<file path="config.mk">
export PLATFORM = sky130hd
export DESIGN_NAME = scope_acquire_top
export DESIGN_NICKNAME = d
export VERILOG_FILES = /design/src/logic/scope_pkg.sv /design/src/logic/sample_pacer.sv /design/src/logic/trigger_capture.sv /design/src/logic/signal_stats.sv /design/src/logic/frame_assembler.sv /design/src/logic/scope_acquire_top.sv
export SDC_FILE = /design/constraint.sdc
export NUM_CORES = 1
export LEC_CHECK = 0
export BUFFER_PORTS_ARGS = -buffer_cell sky130_fd_sc_hd__clkbuf_2
export CORE_MARGIN = 2
export CORE_UTILIZATION = 55
export CTS_CLUSTER_DIAMETER = 120
export DETAILED_ROUTE_END_ITERATION = 8
export PLACE_DENSITY = 0.71
export SLEW_MARGIN = 20
export SYNTH_ARGS = -nofsm -noshare
export SYNTH_HDL_FRONTEND = slang
export SYNTH_HIERARCHICAL = 1
export SYNTH_SLANG_ARGS = --single-unit
</file>
<file path="constraint.sdc">
create_clock -name clk -period 8 [get_ports clk]
set_input_delay 1.2 -clock clk [delete_from_list [all_inputs] [get_ports clk]]
set_output_delay 1.2 -clock clk [all_outputs]
set_load 0.01 [all_outputs]
</file>
<file path="src/logic/scope_pkg.sv">
`default_nettype none

// shared definitions for the scope acquisition core
package scope_pkg;

   // adc resolution
   localparam int sample_w = 12;

   // trigger capture states
   typedef enum logic [1:0] {
      // need a sample below the level first
      st_wait_below,
      // below seen, waiting for a rising crossing
      st_armed,
      // storing the frame into the buffer
      st_capture,
      // frame complete, buffer owned by the assembler
      st_hold
   } capture_state_t;

   // opcode carried with every output word
   typedef enum logic [1:0] {
      // one sample of the frame
      kind_sample,
      // frame minimum
      kind_min,
      // frame maximum
      kind_max,
      // frame mean, also marks end of frame
      kind_mean
   } word_kind_t;

   // order on the output is fixed
   // frame_len samples, then min, max, mean
   // the mean word closes the frame for the consumer

endpackage

`default_nettype wire

</file>
<file path="src/logic/sample_pacer.sv">
`default_nettype none

// adc sample-rate pacer
// one strobe every counter_max + 1 cycles
module sample_pacer import scope_pkg::*; (
   input  logic                clk,
   input  logic                reset,
   input  logic [11:0]         counter_max,
   input  logic [sample_w-1:0] adc_data,
   output logic                adc_strobe,
   output logic                sample_valid,
   output logic [sample_w-1:0] sample_data
);

   // free running cycle counter
   logic [11:0] cycle_cnt;
   // period in use, reloaded only at wrap
   logic [11:0] cur_max;
   logic        wrap;

   assign wrap = (cycle_cnt == cur_max);

   // rate counter and strobe
   always_ff @(posedge clk) begin
      if (reset) begin
         cycle_cnt  <= '0;
         cur_max    <= counter_max;
         adc_strobe <= 1'b0;
      end else begin
         // strobe lands one cycle after the wrap
         adc_strobe <= wrap;
         if (wrap) begin
            cycle_cnt <= '0;
            // new rate only from here on
            cur_max   <= counter_max;
         end else begin
            cycle_cnt <= cycle_cnt + 1'b1;
         end
      end
   end

   // valid pulse trails the strobe edge by one cycle
   always_ff @(posedge clk) begin
      if (reset) begin
         sample_valid <= 1'b0;
      end else begin
         sample_valid <= adc_strobe;
      end
   end

   // adc data taken on the strobe edge
   // adc model steps on this same edge
   always_ff @(posedge clk) begin
      if (adc_strobe) begin
         sample_data <= adc_data;
      end
   end

endmodule

`default_nettype wire

</file>
<file path="src/logic/trigger_capture.sv">
`default_nettype none

// rising-edge trigger and frame buffer
// buffer is held until the assembler releases it
module trigger_capture import scope_pkg::*; #(
   parameter int frame_len = 64
) (
   input  logic                         clk,
   input  logic                         reset,
   input  logic [sample_w-1:0]          trigger_level,
   input  logic                         sample_valid,
   input  logic [sample_w-1:0]          sample_data,
   input  logic                         frame_release,
   input  logic [$clog2(frame_len)-1:0] rd_addr,
   output logic                         frame_start,
   output logic                         frame_done,
   output logic [sample_w-1:0]          rd_data
);

   localparam int addr_w = $clog2(frame_len);

   capture_state_t state;

   // last accepted sample, for crossing detect
   logic [sample_w-1:0] prev_sample;
   // next buffer slot, wraps to zero after the last
   logic [addr_w-1:0]   wr_addr;
   logic                last_slot;
   logic                crossing;
   logic                wr_en;

   // frame storage
   logic [sample_w-1:0] buffer [frame_len];

   // at or above the level, previous one below
   assign crossing = (sample_data >= trigger_level) && (prev_sample < trigger_level);

   // trigger sample itself starts the frame
   assign frame_start = sample_valid && (state == st_armed) && crossing;

   // trigger sample goes to slot 0, the rest follow
   assign wr_en = frame_start || (sample_valid && (state == st_capture));

   assign last_slot = (wr_addr == addr_w'(frame_len - 1));

   // capture fsm
   always_ff @(posedge clk) begin
      if (reset) begin
         state      <= st_wait_below;
         wr_addr    <= '0;
         frame_done <= 1'b0;
      end else begin
         frame_done <= 1'b0;
         case (state)
            st_wait_below: begin
               // re-arm only after a below-level sample
               if (sample_valid && (sample_data < trigger_level)) begin
                  state <= st_armed;
               end
            end
            st_armed: begin
               if (frame_start) begin
                  state <= st_capture;
               end
            end
            st_capture: begin
               if (sample_valid && last_slot) begin
                  state      <= st_hold;
                  // pulse in the cycle after the last store
                  frame_done <= 1'b1;
               end
            end
            st_hold: begin
               // samples arriving here are dropped
               if (frame_release) begin
                  state <= st_wait_below;
               end
            end
            default: begin
               state <= st_wait_below;
            end
         endcase
         if (wr_en) begin
            wr_addr <= wr_addr + 1'b1;
         end
      end
   end

   // previous sample tracking
   // hold samples are not accepted
   always_ff @(posedge clk) begin
      if (sample_valid && (state != st_hold)) begin
         prev_sample <= sample_data;
      end
   end

   // buffer write port
   always_ff @(posedge clk) begin
      if (wr_en) begin
         buffer[wr_addr] <= sample_data;
      end
   end

   // registered read port, one cycle latency
   always_ff @(posedge clk) begin
      rd_data <= buffer[rd_addr];
   end

endmodule

`default_nettype wire

</file>
<file path="src/logic/signal_stats.sv">
`default_nettype none

// min, max and mean over one triggered frame
// mean is sum >> log2(frame_len), truncated
module signal_stats import scope_pkg::*; #(
   parameter int frame_len = 64
) (
   input  logic                clk,
   input  logic                reset,
   input  logic                sample_valid,
   input  logic [sample_w-1:0] sample_data,
   input  logic                frame_start,
   output logic                stats_done,
   output logic [sample_w-1:0] stat_min,
   output logic [sample_w-1:0] stat_max,
   output logic [sample_w-1:0] stat_mean
);

   localparam int addr_w = $clog2(frame_len);
   // sum of frame_len samples cannot overflow this
   localparam int sum_w  = sample_w + addr_w;

   logic                running;
   logic [addr_w-1:0]   count;
   logic                last;
   logic [sample_w-1:0] acc_min;
   logic [sample_w-1:0] acc_max;
   logic [sum_w-1:0]    acc_sum;
   logic [sample_w-1:0] min_next;
   logic [sample_w-1:0] max_next;
   logic [sum_w-1:0]    sum_next;

   // accumulators with the current sample folded in
   assign min_next = (sample_data < acc_min) ? sample_data : acc_min;
   assign max_next = (sample_data > acc_max) ? sample_data : acc_max;
   assign sum_next = acc_sum + sum_w'(sample_data);

   assign last = (count == addr_w'(frame_len - 1));

   // frame sample counter
   always_ff @(posedge clk) begin
      if (reset) begin
         running    <= 1'b0;
         count      <= '0;
         stats_done <= 1'b0;
      end else begin
         stats_done <= 1'b0;
         if (sample_valid && frame_start) begin
            running <= 1'b1;
            count   <= addr_w'(1);
         end else if (sample_valid && running) begin
            count <= count + 1'b1;
            if (last) begin
               running <= 1'b0;
               // lines up with frame_done
               stats_done <= 1'b1;
            end
         end
      end
   end

   // accumulators and published results
   always_ff @(posedge clk) begin
      if (sample_valid && frame_start) begin
         // trigger sample seeds everything
         acc_min <= sample_data;
         acc_max <= sample_data;
         acc_sum <= sum_w'(sample_data);
      end else if (sample_valid && running) begin
         acc_min <= min_next;
         acc_max <= max_next;
         acc_sum <= sum_next;
         if (last) begin
            stat_min  <= min_next;
            stat_max  <= max_next;
            stat_mean <= sum_next[sum_w-1:addr_w];
         end
      end
   end

endmodule

`default_nettype wire

</file>
<file path="src/logic/frame_assembler.sv">
`default_nettype none

// frame + stats to display stream, credit flow control
module frame_assembler import scope_pkg::*; #(
   parameter int frame_len = 64,
   parameter int credits   = 4
) (
   input  logic                         clk,
   input  logic                         reset,
   input  logic                         frame_done,
   input  logic                         stats_done,
   input  logic [sample_w-1:0]          stat_min,
   input  logic [sample_w-1:0]          stat_max,
   input  logic [sample_w-1:0]          stat_mean,
   input  logic [sample_w-1:0]          rd_data,
   input  logic                         out_credit,
   output logic [$clog2(frame_len)-1:0] rd_addr,
   output logic                         frame_release,
   output logic                         out_valid,
   output word_kind_t                   out_kind,
   output logic [sample_w-1:0]          out_data
);

   localparam int addr_w = $clog2(frame_len);
   localparam int cnt_w  = $clog2(credits + 1);

   logic                got_frame;
   logic                got_stats;
   logic                busy;
   logic                start;
   word_kind_t          phase;
   // next buffer address to issue
   logic [addr_w-1:0]   idx;
   logic                issue_done;
   // rd_data holds buffer[idx - 1]
   logic                pipe_valid;
   logic [cnt_w-1:0]    credit_cnt;
   logic                have_credit;
   logic                stall;
   logic                issue;
   logic                sample_word;
   logic                stat_word;
   // stats from signal_stats, and the copy used while sending
   logic [sample_w-1:0] pend_min;
   logic [sample_w-1:0] pend_max;
   logic [sample_w-1:0] pend_mean;
   logic [sample_w-1:0] frm_min;
   logic [sample_w-1:0] frm_max;
   logic [sample_w-1:0] frm_mean;

   assign start       = got_frame && got_stats && !busy;
   assign have_credit = (credit_cnt != '0);
   assign sample_word = busy && (phase == kind_sample) && pipe_valid;
   assign stat_word   = busy && (phase != kind_sample);
   assign out_valid   = (sample_word || stat_word) && have_credit;

   // no credit, hold the word sitting in the read stage
   assign stall = pipe_valid && !have_credit;
   assign issue = !stall && (start || (busy && (phase == kind_sample) && !issue_done));

   // re-present the held address so rd_data stays put
   assign rd_addr  = stall ? idx - 1'b1 : idx;
   assign out_kind = phase;

   always_comb begin
      case (phase)
         kind_min:  out_data = frm_min;
         kind_max:  out_data = frm_max;
         kind_mean: out_data = frm_mean;
         default:   out_data = rd_data;
      endcase
   end

   // sequencing and credit count
   always_ff @(posedge clk) begin
      if (reset) begin
         got_frame     <= 1'b0;
         got_stats     <= 1'b0;
         busy          <= 1'b0;
         phase         <= kind_sample;
         idx           <= '0;
         issue_done    <= 1'b0;
         pipe_valid    <= 1'b0;
         credit_cnt    <= cnt_w'(credits);
         frame_release <= 1'b0;
      end else begin
         frame_release <= 1'b0;
         // one spent per word, one back per credit pulse
         credit_cnt <= credit_cnt + cnt_w'(out_credit) - cnt_w'(out_valid);
         if (frame_done) begin
            got_frame <= 1'b1;
         end else if (start) begin
            got_frame <= 1'b0;
         end
         if (stats_done) begin
            got_stats <= 1'b1;
         end else if (start) begin
            got_stats <= 1'b0;
         end
         if (start) begin
            busy <= 1'b1;
         end
         // read stage moves unless stalled
         if (!stall) begin
            pipe_valid <= issue;
            if (issue) begin
               idx <= idx + 1'b1;
               if (idx == addr_w'(frame_len - 1)) begin
                  issue_done <= 1'b1;
               end
            end
         end
         if (out_valid) begin
            case (phase)
               kind_sample: begin
                  // last sample out, buffer goes back
                  if (issue_done) begin
                     phase         <= kind_min;
                     frame_release <= 1'b1;
                  end
               end
               kind_min: phase <= kind_max;
               kind_max: phase <= kind_mean;
               default: begin
                  phase      <= kind_sample;
                  busy       <= 1'b0;
                  issue_done <= 1'b0;
               end
            endcase
         end
      end
   end

   // stats latch, copied at frame start
   // next frame may finish before the mean word leaves
   always_ff @(posedge clk) begin
      if (stats_done) begin
         pend_min  <= stat_min;
         pend_max  <= stat_max;
         pend_mean <= stat_mean;
      end
      if (start) begin
         frm_min  <= pend_min;
         frm_max  <= pend_max;
         frm_mean <= pend_mean;
      end
   end

endmodule

`default_nettype wire

</file>
<file path="src/logic/scope_acquire_top.sv">
`default_nettype none

// scope acquisition core
// pacer -> trigger capture + stats -> assembler
module scope_acquire_top import scope_pkg::*; #(
   parameter int frame_len = 64,
   parameter int credits   = 4
) (
   input  logic                clk,
   input  logic                reset,
   input  logic [sample_w-1:0] adc_data,
   input  logic [11:0]         counter_max,
   input  logic [sample_w-1:0] trigger_level,
   input  logic                out_credit,
   output logic                adc_strobe,
   output logic                out_valid,
   output word_kind_t          out_kind,
   output logic [sample_w-1:0] out_data
);

   localparam int addr_w = $clog2(frame_len);

   // paced sample stream
   logic                sample_valid;
   logic [sample_w-1:0] sample_data;
   // capture handshake
   logic                frame_start;
   logic                frame_done;
   logic                frame_release;
   logic [addr_w-1:0]   rd_addr;
   logic [sample_w-1:0] rd_data;
   // statistics
   logic                stats_done;
   logic [sample_w-1:0] stat_min;
   logic [sample_w-1:0] stat_max;
   logic [sample_w-1:0] stat_mean;

   sample_pacer u_sample_pacer (
      .clk,
      .reset,
      .counter_max,
      .adc_data,
      .adc_strobe,
      .sample_valid,
      .sample_data
   );

   trigger_capture #(
      .frame_len(frame_len)
   ) u_trigger_capture (
      .clk,
      .reset,
      .trigger_level,
      .sample_valid,
      .sample_data,
      .frame_release,
      .rd_addr,
      .frame_start,
      .frame_done,
      .rd_data
   );

   signal_stats #(
      .frame_len(frame_len)
   ) u_signal_stats (
      .clk,
      .reset,
      .sample_valid,
      .sample_data,
      .frame_start,
      .stats_done,
      .stat_min,
      .stat_max,
      .stat_mean
   );

   frame_assembler #(
      .frame_len(frame_len),
      .credits(credits)
   ) u_frame_assembler (
      .clk,
      .reset,
      .frame_done,
      .stats_done,
      .stat_min,
      .stat_max,
      .stat_mean,
      .rd_data,
      .out_credit,
      .rd_addr,
      .frame_release,
      .out_valid,
      .out_kind,
      .out_data
   );

endmodule

`default_nettype wire

</file>
==> metrics.txt, run 1 <==
status=finished, final reports clean; Clk Latency, worst-skew pair=660 ps; CTS max path bufs=3; Vias per Instance=6.332; Hold EP=u_frame_assembler/pend_max[3]; Cell Pwr Density=229.6 mW/mm^2; yosys warns=6; Synth Flop Type=edfxtp_1; Max-slew headroom=19.56%; max reg flops=768; hold path cells=0; Pleak=14.62 nW; syn_nets=between 2000 and 2500; sequential share of the synthesized area=around three quarters; Yosys top cell area share=between 60% and 70%; RePlAce Congestion=0.9031; Final ANT Viol Nets=0; Fin Hold WS=404.8 ps; fin crit period=around 5400 ps; initial antenna violation count=0; clk slew on worst S/H paths=60 ps; first-pass GRT wire length=136100 um; Final Max Tran Viols=0; largest register by flop count=u_trigger_capture/buffer; H-tree depth=3; via count=20447; post-DR wirelength/cell=28.28 um; post-CTS sizing=0; met3 WL=8220 um; DIE AREA=0.07624 sq mm; Hold Buf Count CTS=0; Setup TNS Final=0 ps; Synth Register Bits=roughly 1000; Setup violations, final=0; Post-Syn Area=slightly above 0.04 sq mm; largest cells by area after synthesis=edfxtp_1 70%, mux4_2 13%, dfxtp_1 3.2%; required time of the critical path=between 8000 and 9000 ps; worst r2r dst=u_trigger_capture/buffer[54][2]; Synth area leader=edfxtp_1; die height=~280 um; EDFF count, synth=948; actual slew at the worst max-slew pin=1200 ps; Mapped Cells=2087; critical path class=reg -> reg; source of the critical timing path=u_sample_pacer/sample_data[0]; Fillers=4969; Chip Width=276.1 um; Synth async-reset ratio=0%; Max Clk Rate=184.1 MHz; # DRC=0; drt pass-1 iters=6; CTS tree=built; Initial Util=a little under three fifths; CTS Sinks=1014; Syn Area/Cell=19.51 sq um; Worst setup EP type=flop; reg2reg start=u_sample_pacer/sample_data[0]; Worst R2R Setup Slack=2570 ps; critical path arrival=around 5700 ps; Worst VDD drop=0.1713 mV; Syn-to-layout area delta=11.62%; IO Port Bufs=54; share of cells above drive strength 1=23.77%; Hold Path Origin=u_signal_stats/stat_max[3]; crit start category=flop; post-synth cell types=74; CTS Buf Count=98; Clock Skew=29.36 ps; synth cell count leaders=948 x edfxtp_1, 240 x mux4_2, 126 x nor2_1; GRT overflow=0; Boundary Pins=55; RSZ-0062 raised after global routing=false; Total Wirelength=roughly 91000 um; vias in the first global route=19966; Cell Area, Placed=0.04208 sq mm; fin util=just over 60%; Tot GR Track Use=between 20% and 30%; worst hold path class=reg -> reg; Finished Layout Cells=3229; Setup Slack @ Placement=2317 ps; total setup buffers inserted after CTS=0; clk root buf=clkbuf_16; dpl hpwl=55360 um; # rows=99; Met1 Wirelength=38980 um; peak fanout along the critical path=73; Power Total=~10 mW; initial drt markers=2447; Final period util=67.89%; nets=2302; Max Cap Violations=0; top sig layer=met4; cell with the most instances after synthesis=edfxtp_1; area of the core=approximately 0.073 sq mm; worst reg2reg path depth=10; WL met2=42120 um; largest net degree at the start of global routing=145; dpl cells=3043; PnR worst setup slack=2569 ps; Largest regs=u_trigger_capture/buffer: 768 flops, u_signal_stats/acc_sum: 18 flops; finished layout cell area=0.04545 sq mm; final hold vios=0
## cell type report
cell class / instances / area, sq um / share of cell area (%)
diodes: 2 / 5.005 / 0.01101
clock buffers: 124 / 2644 / 5.816
clock inverters: 58 / 635.6 / 1.398
inverters: 70 / 262.8 / 0.5781
multi-input cells: 913 / 10340 / 22.75
flip-flops and latches: 1014 / 29790 / 65.53
well taps: 959 / 1200 / 2.640
repair buffers: 89 / 578.1 / 1.272
## per-layer routing
| metal | GRT usage (%) | vias up |
|---|---|---|
| met5 | 0 | - |
| met2 | 36.45 | 1101 |
| met1 | 36.76 | 10579 |
| met3 | 5.231 | 114 |
| met4 | 6.165 | 0 |
| li1 | - | 8653 |
## kinds of logic (layout without fill, tap and decap cells)
group	count (synthesis)	after routing	synth area share, %
XOR/XNOR	54	54	1.161
flip-flops	1014	1014	73.15
AND/OR/NAND/NOR	308	308	3.613
AO/OA/AOI/OAI	179	179	3.054
buffers and inverters	160	341	1.717
adder cells (fa/ha/maj)	77	77	2.403
other	0	2	0
multiplexers	295	295	14.90
## critical path, stage by stage, from the launching register on
cell	delay, ps
edfxtp_1	320
buf_4	650
inv_1	120
ha_1	220
nor2b_1	110
o211ai_1	110
a311o_1	340
and3_1	170
nor2_1	690
nand4b_1	1080
nor2_1	1210
## where the power goes
group          switching, mW  internal [mW]  total [mW]  leakage [nW]
Sequential           0.00754           5.72        5.73          9.06
Combinational         0.0240         0.0214      0.0454          3.96
Clock                   1.93           2.73        4.67          1.59
Total                   1.97           8.47        10.4          14.6
## cell usage in the layout, fill, tap and decap left out, types with 8 or more instances in the layout
cell type / instances
clkbuf_1: 20
mux4_2: 240
nand3_1: 19
ha_1: 75
nor2b_1: 11
o21ai_1: 18
xnor2_1: 23
nor4_1: 10
a22oi_1: 25
a222oi_1: 12
nor3_1: 11
or3_1: 10
a21oi_1: 41
buf_4: 32
a211oi_1: 12
a21o_1: 10
edfxtp_1: 948
nand4_1: 11
o211ai_1: 8
nor2_1: 102
dfxtp_1: 66
clkbuf_2: 54
inv_1: 69
clkbuf_16: 101
mux2i_1: 18
o21ai_0: 18
mux2_1: 16
clkinv_2: 13
bufinv_16: 12
clkinv_1: 20
nand2_1: 74
mux2_4: 18
xor2_1: 28
nor2_2: 24
## worst max path at each step
stage                     cells after the start                          endpoint  slack (ps)
after detailed placement                     10   u_trigger_capture/buffer[34][7]        2320
after floorplan                              10   u_trigger_capture/buffer[60][0]        4100
after global placement                       10  u_trigger_capture/buffer[46][11]        2380
final                                        10   u_trigger_capture/buffer[54][2]        2570
after global routing                         10  u_trigger_capture/buffer[38][10]        2240
after CTS                                    10   u_trigger_capture/buffer[46][4]        2630
Power figures use the tool's default switching activity.
==> run 2: changes to the inputs <==
--- a/config.mk
+++ b/config.mk
@@ -5,12 +5,13 @@
 export SDC_FILE = /design/constraint.sdc
 export NUM_CORES = 1
 export LEC_CHECK = 0
+export ABC_AREA = 1
 export BUFFER_PORTS_ARGS = -buffer_cell sky130_fd_sc_hd__clkbuf_2
 export CORE_MARGIN = 2
 export CORE_UTILIZATION = 55
 export CTS_CLUSTER_DIAMETER = 120
 export DETAILED_ROUTE_END_ITERATION = 8
-export PLACE_DENSITY = 0.71
+export PLACE_DENSITY = 0.74
 export SLEW_MARGIN = 20
 export SYNTH_ARGS = -nofsm -noshare
 export SYNTH_HDL_FRONTEND = slang
==> constraint.sdc (replaced) <==
create_clock -name clk -period 4.5 [get_ports clk]
set_input_delay 0.675 -clock clk [delete_from_list [all_inputs] [get_ports clk]]
set_output_delay 0.675 -clock clk [all_outputs]
set_load 0.01 [all_outputs]
==> metrics.txt, run 2 <==
worst hold path class=in -> reg; Chip Width=282.7 um (+2.4%); Boundary Pins=55 (unchanged); RSZ-0062 raised after global routing=false; max incr delay on CP=530 ps (-680 ps); CP delay by family, top=simple AND/OR/NAND/NOR gates; initial drt markers=3335 (+36%); Total Wirelength=103200 um (+13%); yosys warns=6 (unchanged); via count=28773 (+41%); die height=282.7 um (+2.4%); Synth area leader=edfxtp_1; post-synth cell types=47 (-36%); largest net degree at the start of global routing=117 (-19%); final hold vios=0 (unchanged); CTS Sinks=1014 (unchanged); largest cells by area after synthesis=edfxtp_1 67%, nand2_1 6.4%, nor2_1 4.8%; Setup TNS Final=0 ps (unchanged); Hold Buf Count CTS=0 (unchanged); largest register by flop count=u_trigger_capture/buffer; CTS tree=built; Worst R2R Setup Slack=1080 ps (-1490 ps); nets=3908 (+70%); CTS Buf Count=100 (+2.0%); Largest regs=u_trigger_capture/buffer: 768 flops, u_signal_stats/acc_sum: 18 flops; Setup violations, final=0 (unchanged); total setup buffers inserted after CTS=0 (unchanged); Worst VDD drop=0.3270 mV (+91%); # DRC=0 (unchanged); clk root buf=clkbuf_16; Pleak=17.42 nW (+19%); Tot GR Track Use=26.20% (+1.9 points); max reg flops=768 (unchanged); dpl hpwl=59150 um (+6.9%); Syn Area/Cell=11.51 sq um (-41%); share of cells above drive strength 1=9.569% (-14 points); Final ANT Viol Nets=0 (unchanged); first-pass GRT wire length=158900 um (+17%); Max Cap Violations=0 (unchanged); power share of the combinational group=0.7% (+0.3 points); DIE AREA=0.07991 sq mm (+4.8%); RePlAce Congestion=0.8957 (-0.82%); Vias per Instance=5.852 (-7.6%); Syn-to-layout area delta=11.60% (about the same); critical path, cell by cell=ha_1 -> nand2_1 -> nor2_1 -> and2_1 -> nand2_1 -> nand4_1 -> nand2_1 -> inv_1 -> nand2_1 -> inv_1 -> nor2_1 -> inv_1 -> buf_4; cell mode on critical path=nand2_1; actual slew at the worst max-slew pin=1024 ps (-175.8 ps); Max-slew headroom=31.45% (+12 points); most common library cell in the layout ignoring fill and taps=edfxtp_1; Synth Flop Type=edfxtp_1; Psw=3.593 mW (+83%); Post-Syn Area=0.04271 sq mm (+4.9%); status=finished, final reports clean; Worst path depth=13 (+3); worst reg2reg path depth=13 (+3); Clock Skew=29.86 ps (+0.5048 ps); Buffers & Inverters on Critical Path=4 (+2); drt pass-1 iters=8 (+2); most frequent cells in the layout=948 x edfxtp_1, 730 x nand2_1, 541 x nor2_1; Switching Fraction=19.23% (+0.40 points); fin util=61.74% (-0.46 points); sequential share of the synthesized area=69.74% (-3.4 points); vias in the first global route=27900 (+40%); crit start category=flop; critical path arrival=3790 ps (-1910 ps); Cell Pwr Density=392.0 mW/mm^2 (+71%); sequential share of power=54.5% (-0.4 points); Initial Util=55.32% (-0.40 points); finished layout cell area=0.04767 sq mm (+4.9%); synth cell count leaders=948 x edfxtp_1, 731 x nand2_1, 542 x nor2_1; IO Port Bufs=54 (unchanged); Clock Power Share=44.8% (about the same); H-tree depth=3 (unchanged); Synth async-reset ratio=0% (unchanged); Final Max Tran Viols=0 (unchanged); # rows=102 (+3.0%); peak fanout along the critical path=30 (-59%); syn_nets=3828 (+74%); slowest CP cell=edfxtp_1; crit path to=u_signal_stats/acc_min[11]; Cell Area, Placed=0.04433 sq mm (+5.3%); EDFF count, synth=948 (unchanged); Worst setup EP type=flop; Mapped Cells=3712 (+78%); critical path class=reg -> reg; Internal Pwr Total=15.09 mW (+78%); clk slew on worst S/H paths=60 ps (about the same); required time of the critical path=4870 ps (-3400 ps); cell with the most instances after synthesis=edfxtp_1; area of the core=0.07721 sq mm (+5.6%); post-DR wirelength/cell=20.98 um (-26%); post-CTS sizing=0 (unchanged); Final period util=75.94% (+8.0 points); Max Clk Rate=292.6 MHz (+59%); GRT overflow=0 (unchanged); source of the critical timing path=u_sample_pacer/sample_data[7]; fin crit period=3417 ps (-2014 ps); n_diodes=0 (-2); reg2reg start=u_sample_pacer/sample_data[7]; Clk Latency, worst-skew pair=660 ps (about the same); CTS max path bufs=3 (unchanged); Synth Register Bits=1014 (unchanged); Yosys top cell area share=66.65% (-3.3 points); worst r2r dst=u_signal_stats/acc_min[11]; initial antenna violation count=0 (unchanged)
[run 2: changes by cell type in the layout (fill, tap and decap cells not counted), sizes merged, moves of 167 or more]
cell,change
mux4,-240
nand3,+167
nand2,+669
nor2,+429
o22ai,+192
o21ai,+369
[run 2: logic make-up (layout without fill, tap and decap cells)]
| kind of cell | count (synthesis) | in the layout | share of synthesized area (%) |
|---|---|---|---|
| fa+ha+maj | 77 | 77 | 2.291 |
| buf+inv | 372 | 537 | 4.083 |
| compound gates | 669 | 669 | 8.495 |
| xor+xnor | 22 | 22 | 0.4511 |
| flops | 1014 | 1014 | 69.74 |
| simple gates | 1558 | 1558 | 14.94 |
[run 2: layout make-up]
cell class / count / area [sq um]
Sequential cell: 1014 / 29790
Fill cell: 5810 / 29540
Multi-Input combinational cell: 2326 / 11260
Clock buffer: 131 / 2731
Tap cell: 1040 / 1301
Timing Repair Buffer: 168 / 1289
Inverter: 182 / 699.4
Clock inverter: 56 / 603.1
[run 2: worst min path at each step]
stage	start	depth (start not counted)	slack, ps	endpoint
floorplan	u_frame_assembler/pend_max[0]	0	400	u_frame_assembler/frm_max[0]
global placement	u_frame_assembler/pend_min[5]	0	400	u_frame_assembler/frm_min[5]
detailed placement	u_frame_assembler/pend_max[9]	0	400	u_frame_assembler/frm_max[9]
CTS	counter_max[0]	1	160	u_sample_pacer/cur_max[0]
global route	counter_max[1]	1	170	u_sample_pacer/cur_max[1]
finish	adc_data[9]	1	190	u_sample_pacer/sample_data[9]
[run 2: worst register-to-register path, delay by kind of cell (launching register included)]
family / cells / cell delay (ps)
buf+inv: 4 / 910
flops: 1 / 530
fa+ha+maj: 1 / 360
simple gates: 8 / 1350
[run 2: stage by stage]
step | setup WS [ps] | hold slack (ps) | power, mW | instances
floorplan | 524.1 | 400.3 | 10.47 | 3712
global placement | 929.3 | 400.4 | 10.51 | 4730
detailed placement | 822.9 | 404.5 | 10.52 | 4730
CTS | 1120 | 158.9 | 18.78 | 4917
global route | 924.9 | 168.6 | 19.18 | 4917
finish | 1083 | 189.8 | 18.68 | 4917
[run 2: power groups by stage]
| stage | Sequential [mW] | Combinational (mW) | Clock (mW) |
|---|---|---|---|
| 2_1_floorplan | 10.4 | 0.0925 | 0 |
| 3_3_place_gp | 10.4 | 0.128 | 0 |
| 3_5_place_dp | 10.4 | 0.135 | 0 |
| 4_1_cts | 10.2 | 0.138 | 8.46 |
| 5_1_grt | 10.2 | 0.159 | 8.84 |
| 6_report | 10.2 | 0.140 | 8.36 |
[run 2: metal layers]
layer / track usage (%) / part of all wire (%) / vias up
met5: 0 / 0 / -
met4: 10.01 / 3.5 / 0
met3: 4.601 / 9.3 / 214
met2: 42.59 / 48 / 1453
met1: 35.49 / 40 / 13883
li1: - / - / 13223
